### config.mk
export PLATFORM = sky130hd
export DESIGN_NAME = periph_top
export DESIGN_NICKNAME = d
export VERILOG_FILES = /design/src/logic/periph_pkg.sv /design/src/logic/bus_fabric.sv /design/src/logic/gpio_regs.sv /design/src/logic/periph_top.sv /design/src/logic/timer_regs.sv
export VERILOG_INCLUDE_DIRS = /design/src /design/src/logic
export SDC_FILE = /design/constraint.sdc
export NUM_CORES = 1
export LEC_CHECK = 0
export ABC_AREA = 1
export BUFFER_PORTS_ARGS = -buffer_cell sky130_fd_sc_hd__buf_2
export CAP_MARGIN = 20
export CORE_MARGIN = 2
export CORE_UTILIZATION = 61
export CTS_CLUSTER_SIZE = 25
export DETAILED_ROUTE_END_ITERATION = 10
export PLACE_DENSITY = 0.86
export SLEW_MARGIN = 10
export SYNTH_ARGS = -nofsm -noshare
export SYNTH_HDL_FRONTEND = slang
export SYNTH_HIERARCHICAL = 1
export SYNTH_SLANG_ARGS = --single-unit
### constraint.sdc
create_clock -name clk_sys_i -period 2.1 [get_ports clk_sys_i]
set_input_delay 0 -clock clk_sys_i [delete_from_list [all_inputs] [get_ports clk_sys_i]]
set_output_delay 0 -clock clk_sys_i [all_outputs]
set_load 0.02 [all_outputs]
### src/logic/periph_defines.svh
// ************************************************************************
// Fixed bus widths and address map of the peripheral subsystem.
// Windows are 4 KiB and must stay aligned to their size.
// ************************************************************************
`ifndef PERIPH_DEFINES_SVH
`define PERIPH_DEFINES_SVH

// Bus widths.
`define PERIPH_ADDR_W 32
`define PERIPH_DATA_W 32
`define PERIPH_BE_W   4

// GPIO pin counts of at most one data word each.
`define PERIPH_GPI_W  8
`define PERIPH_GPO_W  16

// Address map.
`define PERIPH_GPIO_START  32'h80000000
`define PERIPH_GPIO_MASK   32'hFFFFF000  // 4 KiB window.
`define PERIPH_TIMER_START 32'h80002000
`define PERIPH_TIMER_MASK  32'hFFFFF000  // 4 KiB window.

`endif

### src/logic/periph_pkg.sv
// ************************************************************************
// Bus structs and enums shared by the fabric and the devices.
// ************************************************************************
`include "periph_defines.svh"

package periph_pkg;

  // Host or fabric request that is valid while req is high.
  typedef struct packed {
    logic                      req;
    logic [`PERIPH_ADDR_W-1:0] addr;
    logic                      we;
    logic [`PERIPH_BE_W-1:0]   be;
    logic [`PERIPH_DATA_W-1:0] wdata;
  } bus_req_t;

  // Reply that comes one cycle after the request.
  typedef struct packed {
    logic                      rvalid;
    logic [`PERIPH_DATA_W-1:0] rdata;
    logic                      err;
  } bus_rsp_t;

  typedef enum logic [1:0] {
    dev_gpio  = 2'd0,
    dev_timer = 2'd1,
    dev_none  = 2'd2
  } bus_device_e;

  // Byte offsets of the timer words.
  typedef enum logic [3:0] {
    reg_mtime_lo = 4'h0,
    reg_mtime_hi = 4'h4,
    reg_cmp_lo   = 4'h8,
    reg_cmp_hi   = 4'hC
  } timer_reg_e;

  // Replaces the enabled bytes of old_val with those of wdata.
  function automatic logic [`PERIPH_DATA_W-1:0] merge_be(
    input logic [`PERIPH_DATA_W-1:0] old_val,
    input logic [`PERIPH_DATA_W-1:0] wdata,
    input logic [`PERIPH_BE_W-1:0]   be
  );
    logic [`PERIPH_DATA_W-1:0] res;
    res = old_val;
    for (int i = 0; i < `PERIPH_BE_W; i++) begin
      if (be[i]) res[8*i +: 8] = wdata[8*i +: 8];
    end
    return res;
  endfunction

endpackage

### src/logic/bus_fabric.sv
// ************************************************************************
// Single-host decoder. Grant is immediate and there is no back-pressure.
// Unmapped addresses get an error reply with zero data.
// ************************************************************************
`timescale 1ns/1ps
`include "periph_defines.svh"

module bus_fabric (
  input  logic                 clk_sys_i,
  input  logic                 rst_sys_ni,

  input  periph_pkg::bus_req_t host_req_i,
  output periph_pkg::bus_rsp_t host_rsp_o,
  output logic                 gnt_o,

  output periph_pkg::bus_req_t gpio_req_o,
  output periph_pkg::bus_req_t timer_req_o,
  input  periph_pkg::bus_rsp_t gpio_rsp_i,
  input  periph_pkg::bus_rsp_t timer_rsp_i
);
  import periph_pkg::*;

  bus_device_e dev_sel;
  bus_device_e dev_q;
  logic        unmapped_q;

  always_comb begin
    dev_sel = dev_none;
    if ((host_req_i.addr & `PERIPH_GPIO_MASK) == `PERIPH_GPIO_START) begin
      dev_sel = dev_gpio;
    end else if ((host_req_i.addr & `PERIPH_TIMER_MASK) == `PERIPH_TIMER_START) begin
      dev_sel = dev_timer;
    end
  end

  assign gnt_o = host_req_i.req;  // Only one host.

  // Devices see the offset within their own window.
  always_comb begin
    gpio_req_o      = host_req_i;
    gpio_req_o.req  = host_req_i.req && (dev_sel == dev_gpio);
    gpio_req_o.addr = host_req_i.addr & ~`PERIPH_GPIO_MASK;

    timer_req_o      = host_req_i;
    timer_req_o.req  = host_req_i.req && (dev_sel == dev_timer);
    timer_req_o.addr = host_req_i.addr & ~`PERIPH_TIMER_MASK;
  end

  always_ff @(posedge clk_sys_i or negedge rst_sys_ni) begin
    if (!rst_sys_ni) begin
      dev_q      <= dev_none;
      unmapped_q <= 1'b0;
    end else begin
      dev_q      <= dev_sel;
      unmapped_q <= host_req_i.req && (dev_sel == dev_none);
    end
  end

  // Reply comes from the device picked in the previous cycle.
  always_comb begin
    case (dev_q)
      dev_gpio: begin
        host_rsp_o = gpio_rsp_i;
      end
      dev_timer: begin
        host_rsp_o = timer_rsp_i;
      end
      default: begin
        host_rsp_o.rvalid = unmapped_q;
        host_rsp_o.rdata  = '0;
        host_rsp_o.err    = unmapped_q;  // Bus error.
      end
    endcase
  end

endmodule

### src/logic/gpio_regs.sv
// ************************************************************************
// GPIO with the output word at 0x0 and the synchronized inputs at 0x4.
// Inputs are visible two cycles after they settle. No error replies.
// ************************************************************************
`timescale 1ns/1ps
`include "periph_defines.svh"

module gpio_regs (
  input  logic                      clk_sys_i,
  input  logic                      rst_sys_ni,

  input  periph_pkg::bus_req_t      req_i,
  output periph_pkg::bus_rsp_t      rsp_o,

  input  logic [`PERIPH_GPI_W-1:0]  gp_i,
  output logic [`PERIPH_GPO_W-1:0]  gp_o
);
  import periph_pkg::*;

  logic [`PERIPH_GPI_W-1:0]  gpi_meta_q;
  logic [`PERIPH_GPI_W-1:0]  gpi_sync_q;
  logic [`PERIPH_GPO_W-1:0]  gpo_q;
  logic [`PERIPH_DATA_W-1:0] gpo_merged;
  logic [`PERIPH_DATA_W-1:0] rd_word;
  logic                      rvalid_q;
  logic [`PERIPH_DATA_W-1:0] rdata_q;
  logic                      sel_out;
  logic                      sel_in;

  assign sel_out = (req_i.addr[11:0] == 12'h000);
  assign sel_in  = (req_i.addr[11:0] == 12'h004);

  assign gpo_merged = merge_be(`PERIPH_DATA_W'(gpo_q), req_i.wdata, req_i.be);

  always_comb begin
    rd_word = '0;
    if (sel_out) rd_word = `PERIPH_DATA_W'(gpo_q);
    else if (sel_in) rd_word = `PERIPH_DATA_W'(gpi_sync_q);  // Zero-extended.
  end

  always_ff @(posedge clk_sys_i or negedge rst_sys_ni) begin
    if (!rst_sys_ni) begin
      gpi_meta_q <= '0;
      gpi_sync_q <= '0;
      gpo_q      <= '0;
      rvalid_q   <= 1'b0;
    end else begin
      gpi_meta_q <= gp_i;
      gpi_sync_q <= gpi_meta_q;
      rvalid_q   <= req_i.req;
      if (req_i.req && req_i.we && sel_out) begin
        gpo_q <= gpo_merged[`PERIPH_GPO_W-1:0];
      end
    end
  end

  always_ff @(posedge clk_sys_i) begin
    rdata_q <= (req_i.req && !req_i.we) ? rd_word : '0;  // Writes reply zero.
  end

  assign rsp_o.rvalid = rvalid_q;
  assign rsp_o.rdata  = rdata_q;
  assign rsp_o.err    = 1'b0;
  assign gp_o         = gpo_q;

endmodule

### src/logic/periph_top.sv
// ************************************************************************
// Peripheral subsystem with a GPIO and a timer for one external bus host.
// Every request gets its reply in the following cycle.
// ************************************************************************
`timescale 1ns/1ps
`include "periph_defines.svh"

module periph_top (
  input  logic                     clk_sys_i,
  input  logic                     rst_sys_ni,

  input  periph_pkg::bus_req_t     bus_i,
  output logic                     gnt_o,
  output periph_pkg::bus_rsp_t     bus_o,

  input  logic [`PERIPH_GPI_W-1:0] gp_i,
  output logic [`PERIPH_GPO_W-1:0] gp_o,
  output logic                     irq_o
);
  import periph_pkg::*;

  bus_req_t gpio_req;
  bus_req_t timer_req;
  bus_rsp_t gpio_rsp;
  bus_rsp_t timer_rsp;

  bus_fabric u_bus_fabric (
    .clk_sys_i  (clk_sys_i),
    .rst_sys_ni (rst_sys_ni),
    .host_req_i (bus_i),
    .host_rsp_o (bus_o),
    .gnt_o      (gnt_o),
    .gpio_req_o (gpio_req),
    .timer_req_o(timer_req),
    .gpio_rsp_i (gpio_rsp),
    .timer_rsp_i(timer_rsp)
  );

  gpio_regs u_gpio (
    .clk_sys_i (clk_sys_i),
    .rst_sys_ni(rst_sys_ni),
    .req_i     (gpio_req),
    .rsp_o     (gpio_rsp),
    .gp_i      (gp_i),
    .gp_o      (gp_o)
  );

  timer_regs u_timer (
    .clk_sys_i (clk_sys_i),
    .rst_sys_ni(rst_sys_ni),
    .req_i     (timer_req),
    .rsp_o     (timer_rsp),
    .irq_o     (irq_o)   // Compare interrupt level.
  );

endmodule

### src/logic/timer_regs.sv
// ************************************************************************
// 64-bit mtime/mtimecmp timer, accessed as 32-bit words.
// irq_o lags the compare by one cycle; offsets past 0xC reply an error.
// ************************************************************************
`timescale 1ns/1ps
`include "periph_defines.svh"

module timer_regs (
  input  logic                 clk_sys_i,
  input  logic                 rst_sys_ni,

  input  periph_pkg::bus_req_t req_i,
  output periph_pkg::bus_rsp_t rsp_o,

  output logic                 irq_o
);
  import periph_pkg::*;

  logic [63:0]               mtime_q;
  logic [63:0]               mtime_d;
  logic [63:0]               cmp_q;
  logic [63:0]               cmp_d;
  logic                      irq_q;
  timer_reg_e                reg_sel;
  logic                      bad_offset;
  logic                      wr_en;
  logic                      rd_en;
  logic [`PERIPH_DATA_W-1:0] rd_word;
  logic                      rvalid_q;
  logic                      err_q;
  logic [`PERIPH_DATA_W-1:0] rdata_q;

  assign reg_sel    = timer_reg_e'({req_i.addr[3:2], 2'b00});
  assign bad_offset = |req_i.addr[11:4];
  assign wr_en      = req_i.req && req_i.we && !bad_offset;
  assign rd_en      = req_i.req && !req_i.we && !bad_offset;

  // Counter advances unless software writes it this cycle.
  always_comb begin
    mtime_d = mtime_q + 64'd1;
    cmp_d   = cmp_q;
    if (wr_en) begin
      case (reg_sel)
        reg_mtime_lo: begin
          mtime_d = {mtime_q[63:32], merge_be(mtime_q[31:0], req_i.wdata, req_i.be)};
        end
        reg_mtime_hi: begin
          mtime_d = {merge_be(mtime_q[63:32], req_i.wdata, req_i.be), mtime_q[31:0]};
        end
        reg_cmp_lo: begin
          cmp_d[31:0] = merge_be(cmp_q[31:0], req_i.wdata, req_i.be);
        end
        reg_cmp_hi: begin
          cmp_d[63:32] = merge_be(cmp_q[63:32], req_i.wdata, req_i.be);
        end
        default: begin
          cmp_d = cmp_q;
        end
      endcase
    end
  end

  always_comb begin
    case (reg_sel)
      reg_mtime_lo: rd_word = mtime_q[31:0];
      reg_mtime_hi: rd_word = mtime_q[63:32];
      reg_cmp_lo:   rd_word = cmp_q[31:0];
      reg_cmp_hi:   rd_word = cmp_q[63:32];
      default:      rd_word = '0;
    endcase
  end

  always_ff @(posedge clk_sys_i or negedge rst_sys_ni) begin
    if (!rst_sys_ni) begin
      mtime_q  <= '0;
      cmp_q    <= '1;  // No interrupt until software sets a compare.
      irq_q    <= 1'b0;
      rvalid_q <= 1'b0;
      err_q    <= 1'b0;
    end else begin
      mtime_q  <= mtime_d;
      cmp_q    <= cmp_d;
      irq_q    <= (mtime_q >= cmp_q);
      rvalid_q <= req_i.req;
      err_q    <= req_i.req && bad_offset;
    end
  end

  always_ff @(posedge clk_sys_i) begin
    rdata_q <= rd_en ? rd_word : '0;
  end

  assign rsp_o.rvalid = rvalid_q;
  assign rsp_o.rdata  = rdata_q;
  assign rsp_o.err    = err_q;
  assign irq_o        = irq_q;

endmodule

== After elaboration in Yosys (flattened, before gate mapping) ==
Index checks and enable logic that the tools add are counted.

* Output and inout port bits: 52
* Register bits: 231
* Input bits: 80
* Logic and storage cells: 100

* Magnitude comparators: 1
* Bitwise logic cells: 1
* Mux-type cells: 12
* Reductions and logical operators: 37
* $add $sub $neg: 1
* Equal/unequal tests: 19

{| class="wikitable"
|+ Operators with widths
! operator !! number
|-
| $pmux W32 S4 || 1
|-
| $pmux W64 S2 || 1
|-
| $pmux W34 S2 || 1
|-
| $add A64 B1 Y64 const B || 1
|-
| $ge A64 B64 Y1 || 1
|-
| $mux W64 || 1
|-
| $eq A20 B20 Y1 const B || 2
|-
| $mux W8 || 5
|-
| $ne A3 B3 Y1 const B || 8
|-
| $reduce_and A3 Y1 || 8
|-
| $reduce_and A2 Y1 || 10
|-
| $mux W16 || 1
|-
| $eq A12 B3 Y1 const B || 1
|-
| $logic_not A12 Y1 || 1
|-
| $logic_and A1 B1 Y1 || 11
|-
| $reduce_or A8 Y1 || 1
|-
| $eq A2 B1 Y1 const B || 3
|-
| $eq A2 B2 Y1 const B || 3
|-
| $logic_not A2 Y1 || 2
|-
| $logic_not A4 Y1 || 1
|-
| $mux W2 || 2
|-
| $ne A2 B2 Y1 const B || 2
|-
| $logic_not A1 Y1 || 2
|-
| $reduce_or A2 Y1 || 1
|-
| $not A1 Y1 || 1
|}

== Depth between registers and ports, before layout ==
Gate-level depths: netlist (run 1).

* Depth in word-level cells: 9
* Mapped depth: 16
* Depth with buffers taken out: 16

== Cells and area by module ==
The synthesis (run 1) kept the hierarchy.

{| class="wikitable"
|+ By module, submodules not included
! module !! instances !! cells each !! area each (µm²) !! seq. area each (µm²)
|-
| timer_regs || 1 || 1477 || 10689.0 || 3998.8
|-
| gpio_regs || 1 || 185 || 1953.1 || 1146.1
|-
| bus_fabric || 1 || 223 || 1645.3 || 76.3
|}

== Worst setup path before layout (run 1) ==
No wires, ideal clock.

* Kind: flip-flop to flip-flop
* Start point: register u_timer.mtime_q[1]
* End point: register u_timer.mtime_q[60]
* Cell stages (with the launch flop): 13
* Library setup time: 0.116 ns
* Clock period less this slack: 1.651 ns
* Data required time: 1.984 ns
* Path slack: 0.449 ns
* Buffers on the path: 0
* Data arrival time: 1.534 ns
* Path through: dfrtp_1 ha_1 inv_1 nor2_4 nand2_2 nor2_4 nand2_1 o21ai_1 nand3_1 nand2_1 inv_1 nand2_1 nand2_1

* Longest elaborated chain between the ends: 3

{| class="wikitable"
|+ RTL lines
! element !! line !! RTL
|-
| start: declaration || timer_regs.sv:19 || <nowiki>logic [63:0] mtime_q;</nowiki>
|-
| start signal: assignment || timer_regs.sv:81 || <nowiki>mtime_q <= mtime_d;</nowiki>
|-
| $add A64 B1 Y64 * || timer_regs.sv:40 || <nowiki>mtime_d = mtime_q + 64'd1;</nowiki>
|-
| $pmux W64 S2 || timer_regs.sv:43 || <nowiki>case (reg_sel)</nowiki>
|-
| $mux W64 * || timer_regs.sv:42 || <nowiki>if (wr_en) begin</nowiki>
|}

Every way passes the cells marked *; elsewhere a longest branch is shown, timed or not.
A chain may end at the register's enable or synchronous reset.

== Worst setup path in the final report (run 1) ==
* Start point: input port bus_i[40] in the netlist's numbering
* End point: register u_gpio.gpo_q[0] (netlist: u_gpio/gp_o[0])

* Longest elaborated chain between the ends: 3

{| class="wikitable"
|+ RTL lines
! element !! line !! RTL
|-
| start: declaration || periph_top.sv:12 || <nowiki>input periph_pkg::bus_req_t bus_i,</nowiki>
|-
| $logic_not A12 Y1 || gpio_regs.sv:30 || <nowiki>assign sel_out = (req_i.addr[11:0] == 12'h000);</nowiki>
|-
| $logic_and A1 B1 Y1 || gpio_regs.sv:51 || <nowiki>if (req_i.req && req_i.we && sel_out) begin</nowiki>
|-
| $reduce_and A2 Y1 (no line) || -- ||
|-
| end signal: assignment || gpio_regs.sv:52 || <nowiki>gpo_q <= gpo_merged[`PERIPH_GPO_W-1:0];</nowiki>
|-
| end: declaration || gpio_regs.sv:22 || <nowiki>logic [`PERIPH_GPO_W-1:0] gpo_q;</nowiki>
|}

No other way between the ends.

==> results.tsv, run 1 <==
metric	value	unit
end_kind	flop	
final_area	16400	sq um
grt_usage	0.404	
start_kind	input port	
tightestPinTransition	0.702	ns
port_buffers	131	
leakage	0.00742	uW
path_cells	dlygate4sd3_1 -> buf_2 -> or2_4 -> nor2_8 -> nand3_4 -> nor2_8 -> nand2_1 -> dlygate4sd3_1 -> nand2_1	
cts_tree	done	
first_pass_iters	8	
rsz0062_at_grt	yes	
grt_max_degree	55	
antenna_found_initial	0	
die_h	155	um
numCtsBuffers	25	
hold_viol_final	0	
fmax	445	MHz
tns	-0.224	ns
die_w	155	um
nets	2162	
final_util	0.729	
fillers	1682	
vias	14000	
place_congestion	1.06	
power_density	585	nW/um^2
hp-class	input port to flop	
drive_gt1_frac	0.210	
worst_ep_required_time	2.55	ns
synthToLayoutAreaGrowth	18.2	%
layout.cells.most_common_list	nand2_1 (438), inv_1 (211), nor2_1 (162), buf_2 (130), a21oi_1 (120)	
grt_pass1_vias	13900	
syn_area	13800	sq um
dp_hpwl	33600	um
min_delay_path_depth	4	
postRouteWirelength	48900	um
worst_path_max_delay_cell	dlygate4sd3_1	
dpl.cell_count	2197	
clkTransAtPathRegs	0.07	ns
drt_drc_violations_left	0	
clk_path_buf_depth	3	
worst_hold_slack	0.0324	ns
ant_nets	0	
cp_max_fo	10	
grt_pass1_wl	75000	um
die_area	23900	sq um
clk_latency	0.54	ns
clockRootBuffer	clkbuf_16	
peakVddDrop	0.000631	V
coreArea	22400	sq um
io_pins	132	
worstRegToRegCells	8	
yosys_warnings	6	
worstSetupPathType	input port to flop	
relSlewSlack	0.529	
final_cells	2321	
n_antenna_cell	0	
placed_area	14600	sq um
viasPerCell	6.02	
start_util	0.617	
drtIter0Drc	1699	
fin_ws	-0.147	ns
outcome	finished with violations	
skew	0.0233	ns
syn_area_per_cell	7.58	sq um
crit_path_max_incr_delay	0.62	ns
finalCritPeriodShare	1.07	
final_common_cell	nand2_1	
cts.sinks	215	
cap_violations	0	
detail_route.wl_per_cell	21.1	um
num_rows	55	
finalMaxSlewViolations	0	
period_needed	2.25	ns
htreeDepth	1	
setup-violations-final	3	
violations	negative setup slack	
cp.arrival	2.70	ns
grt_overflow	0	
synth_cells	1824	
worst paths after layout:
path / start / end / slack, ns
max: bus_i[40] / u_gpio/gp_o[0] / -0.15
min: bus_i[34] / u_timer/cmp_q[22] / 0.03
max reg2reg: u_timer/cmp_q[63] / u_timer/irq_o / -0.07
min reg2reg: u_gpio/gpi_meta_q[5] / u_gpio/gpi_sync_q[5] / 0.36
max in group asynchronous: rst_sys_ni / u_timer/cmp_q[3] / 1.62
min in group asynchronous: rst_sys_ni / u_timer/cmp_q[61] / 0.05
metal layers:
layer  part of all wire  vias to the layer above  GRT usage
li1                   -                     6255          -
met1               0.37                     6486      0.512
met2               0.45                      972      0.650
met3               0.11                      271     0.0807
met4              0.067                        0      0.224
met5                  0                        -          0
registers in the layout, indices dropped and copies added (netlist names), 2 cells and up:
name	flops
u_timer/cmp_q	64
u_bus_fabric/dev_q	2
u_gpio/gp_o	16
u_gpio/gpi_sync_q	8
u_timer/rdata_q	32
u_timer/mtime_q	64
u_gpio/gpi_meta_q	8
u_gpio/rdata_q	16
report_power, final:
| group | total (uW) | internal (uW) | leakage, uW | switching, uW |
|---|---|---|---|---|
| clock network | 4930 | 2960 | 0.000444 | 1970 |
| logic | 487 | 173 | 0.00464 | 314 |
| registers | 4160 | 4150 | 0.00233 | 6.26 |
layout make-up:
cell class                      instances  area, sq um  share of cell area
Clock buffer                           27          664              0.0406
Tap cell                              285          357              0.0218
Multi-Input combinational cell       1262         6900               0.422
Clock inverter                         19          267              0.0163
Timing Repair Buffer                  292         2100               0.128
Sequential cell                       215         5230               0.320
Inverter                              221          837              0.0512
through the flow:
stage	setup WS (ns)	power, uW
2_1_floorplan	0.449	4500
3_3_place_gp	0.0336	4600
3_5_place_dp	-0.0139	4610
4_1_cts	0.0602	9540
5_1_grt	-0.167	9790
6_report	-0.147	9570
critical path, delay by kind of cell:
kind          cells  cell delay (ns)
buf+inv           3             1.43
simple gates      6             1.27
repair_timing:
| action | in CTS | in global routing |
|---|---|---|
| endpoints found under the setup margin | 1 | 20 |
| pin swaps | 0 | 1 |
| setup buffers | 0 | 5 |
| hold buffers | 73 | 0 |
| hold endpoints to repair | 274 | 0 |
| gates resized for setup | 2 | 16 |
Power figures use the tool's default switching activity.
==> run 2, diff against run 1 <==
- REMOVE_ABC_BUFFERS: default -> 1
==> run 2 against run 1 <==
Effect of this change:
- the flow finishes with violations (negative hold slack)
- die area stayed put
- final cell count decreased by 0.13%
- non-clock buffer count shrank 1
- sequential cell count is the same
- first-iteration DRC count down 20%
- highest routed layer unchanged
==> results.tsv, run 2 (synthesized netlist as in run 1, its figures left out) <==
metric	value	unit	change
clk_path_buf_depth	3		unchanged
die_w	155	um	unchanged
final_area	16300	sq um	-0.23%
r2r_start	u_timer/cmp_q[62]		
peakVddDrop	0.000612	V	-3.1%
fillers	1704		+1.3%
leakage	0.00739	uW	-0.40%
period_needed	2.04	ns	-0.204 ns
layout.cells.most_common_list	nand2_1 (436), inv_1 (209), nor2_1 (161), buf_2 (130), a21oi_1 (120)		
hp-class	input port to flop		
cp.arrival	2.52	ns	-0.18 ns
total_power	9210	uW	-3.8%
start_kind	flop		
dp_hpwl	33500	um	-0.41%
grt_overflow	0		unchanged
worst_ep_required_time	2.57	ns	+0.02 ns
grt_pass1_wl	72400	um	-3.5%
n_antenna_cell	0		unchanged
crit_path_start	u_timer/cmp_q[62]		
htreeDepth	1		unchanged
fmax	489	MHz	+10%
cts_tree	done		
finalMaxSlewViolations	0		unchanged
outcome	finished with violations		
viasPerCell	5.95		-1.3%
die_area	23900	sq um	unchanged
num_rows	55		unchanged
start_util	0.617		unchanged
tns	0	ns	+0.224 ns
clockRootBuffer	clkbuf_16		
detail_route.wl_per_cell	20.1	um	-4.6%
cap_violations	0		unchanged
finalCritPeriodShare	0.973		-0.0971
drive_gt1_frac	0.213		+0.00326
first_pass_iters	8		unchanged
worstSetupPathType	flop to flop		
cp_max_fo	2		-8
grt_max_degree	62		+13%
place_congestion	1.02		-3.8%
cts.sinks	215		unchanged
nets	2160		-0.093%
numCtsBuffers	24		-4.0%
drtIter0Drc	1361		-20%
coreArea	22400	sq um	unchanged
tightestPinTransition	0.633	ns	-0.0687 ns
postRouteWirelength	46600	um	-4.8%
end_kind	flop		
grt_pass1_vias	13500		-2.8%
final_util	0.727		-0.00167
skew	0.0115	ns	-0.0118 ns
setup-violations-final	0		-3
hold_path.startpoint	bus_i[34]		
largestRegisters	u_timer/cmp_q: 64 flops, u_timer/mtime_q: 64 flops, u_timer/rdata_q: 32 flops		
placed_area	14600	sq um	-0.14%
drt_drc_violations_left	0		unchanged
port_buffers	131		unchanged
die_h	155	um	unchanged
clkTransAtPathRegs	0.06	ns	about the same
worst_hold_slack	-0.00483	ns	-0.0372 ns
rsz0062_at_grt	yes		
clk_latency	0.54	ns	about the same
violations	negative hold slack		
relSlewSlack	0.578		+0.0490
io_pins	132		unchanged
hold_viol_final	1		+1
grt_usage	0.386		-0.0180
final_common_cell	nand2_1		
antenna_found_initial	0		unchanged
ant_nets	0		unchanged
synthToLayoutAreaGrowth	17.9	%	
power_density	564	nW/um^2	-3.6%
vias	13800		-1.4%
run 2: cell types whose count changed in the layout (fill, tap and decap cells not counted), moves of 3 or more:
cell / change
ha_4: +3
ha_1: -4
clkbuf_1: +3
inv_6: -4
nand2_2: +3
run 2: path summary, 6_finish.rpt:
kind	endpoint	cells after the start	slack (ns)
min in group asynchronous	u_timer/mtime_q[57]	2	0.03
worst max-delay path	u_timer/irq_o	9	0.06
worst min register to register	u_gpio/gpi_sync_q[0]	0	0.35
worst max register to register	u_timer/irq_o	9	0.06
max in group asynchronous	u_timer/cmp_q[6]	3	1.26
worst min-delay path	u_timer/cmp_q[21]	4	-0.005
run 2: power breakdown:
part	leakage [uW]	switching [uW]	internal, uW
logic	0.00465	299	166
clock network	0.000415	1800	2780
registers	0.00233	5.07	4150
run 2: critical path: stages, from the launching register on:
cell and delay (ns):
dfstp_2 0.53, inv_1 0.06, ha_4 0.27, nand4_1 0.19
nor2_1 0.17, buf_4 0.15, nand4_1 0.15, nor3_2 0.25
nand4_1 0.12, nand3_1 0.08
run 2: what timing repair did:
item	in CTS	in global routing
setup endpoints to repair	0	27
setup buffers	0	6
endpoints found under the hold margin	269	0
gates resized for setup	0	34
hold buffers	72	0
run 2: area by class of cell:
| type | count | area [sq um] | area share |
|---|---|---|---|
| Timing Repair Buffer | 291 | 2080 | 0.127 |
| Tap cell | 285 | 357 | 0.0219 |
| Clock buffer | 31 | 678 | 0.0416 |
| Clock inverter | 13 | 184 | 0.0113 |
| Multi-Input combinational cell | 1262 | 6950 | 0.426 |
| Inverter | 221 | 842 | 0.0516 |
| Sequential cell | 215 | 5230 | 0.321 |
run 2: per-stage QoR:
step                      cells  setup WS [ns]
final                      2318         0.0567
after global routing       2318        -0.0591
after detailed placement   2196       -0.00986
after floorplan            1698          0.102
after CTS                  2312         0.0271
after global placement     2196         0.0678
run 2: layer usage:
metal,share of wire,GRT usage,wire (um),up-vias
li1,-,-,-,6266
met1,0.39,0.489,17900,6478
met2,0.47,0.652,22000,856
met3,0.095,0.0667,4430,186
met4,0.047,0.168,2200,0
met5,0,0,0,-
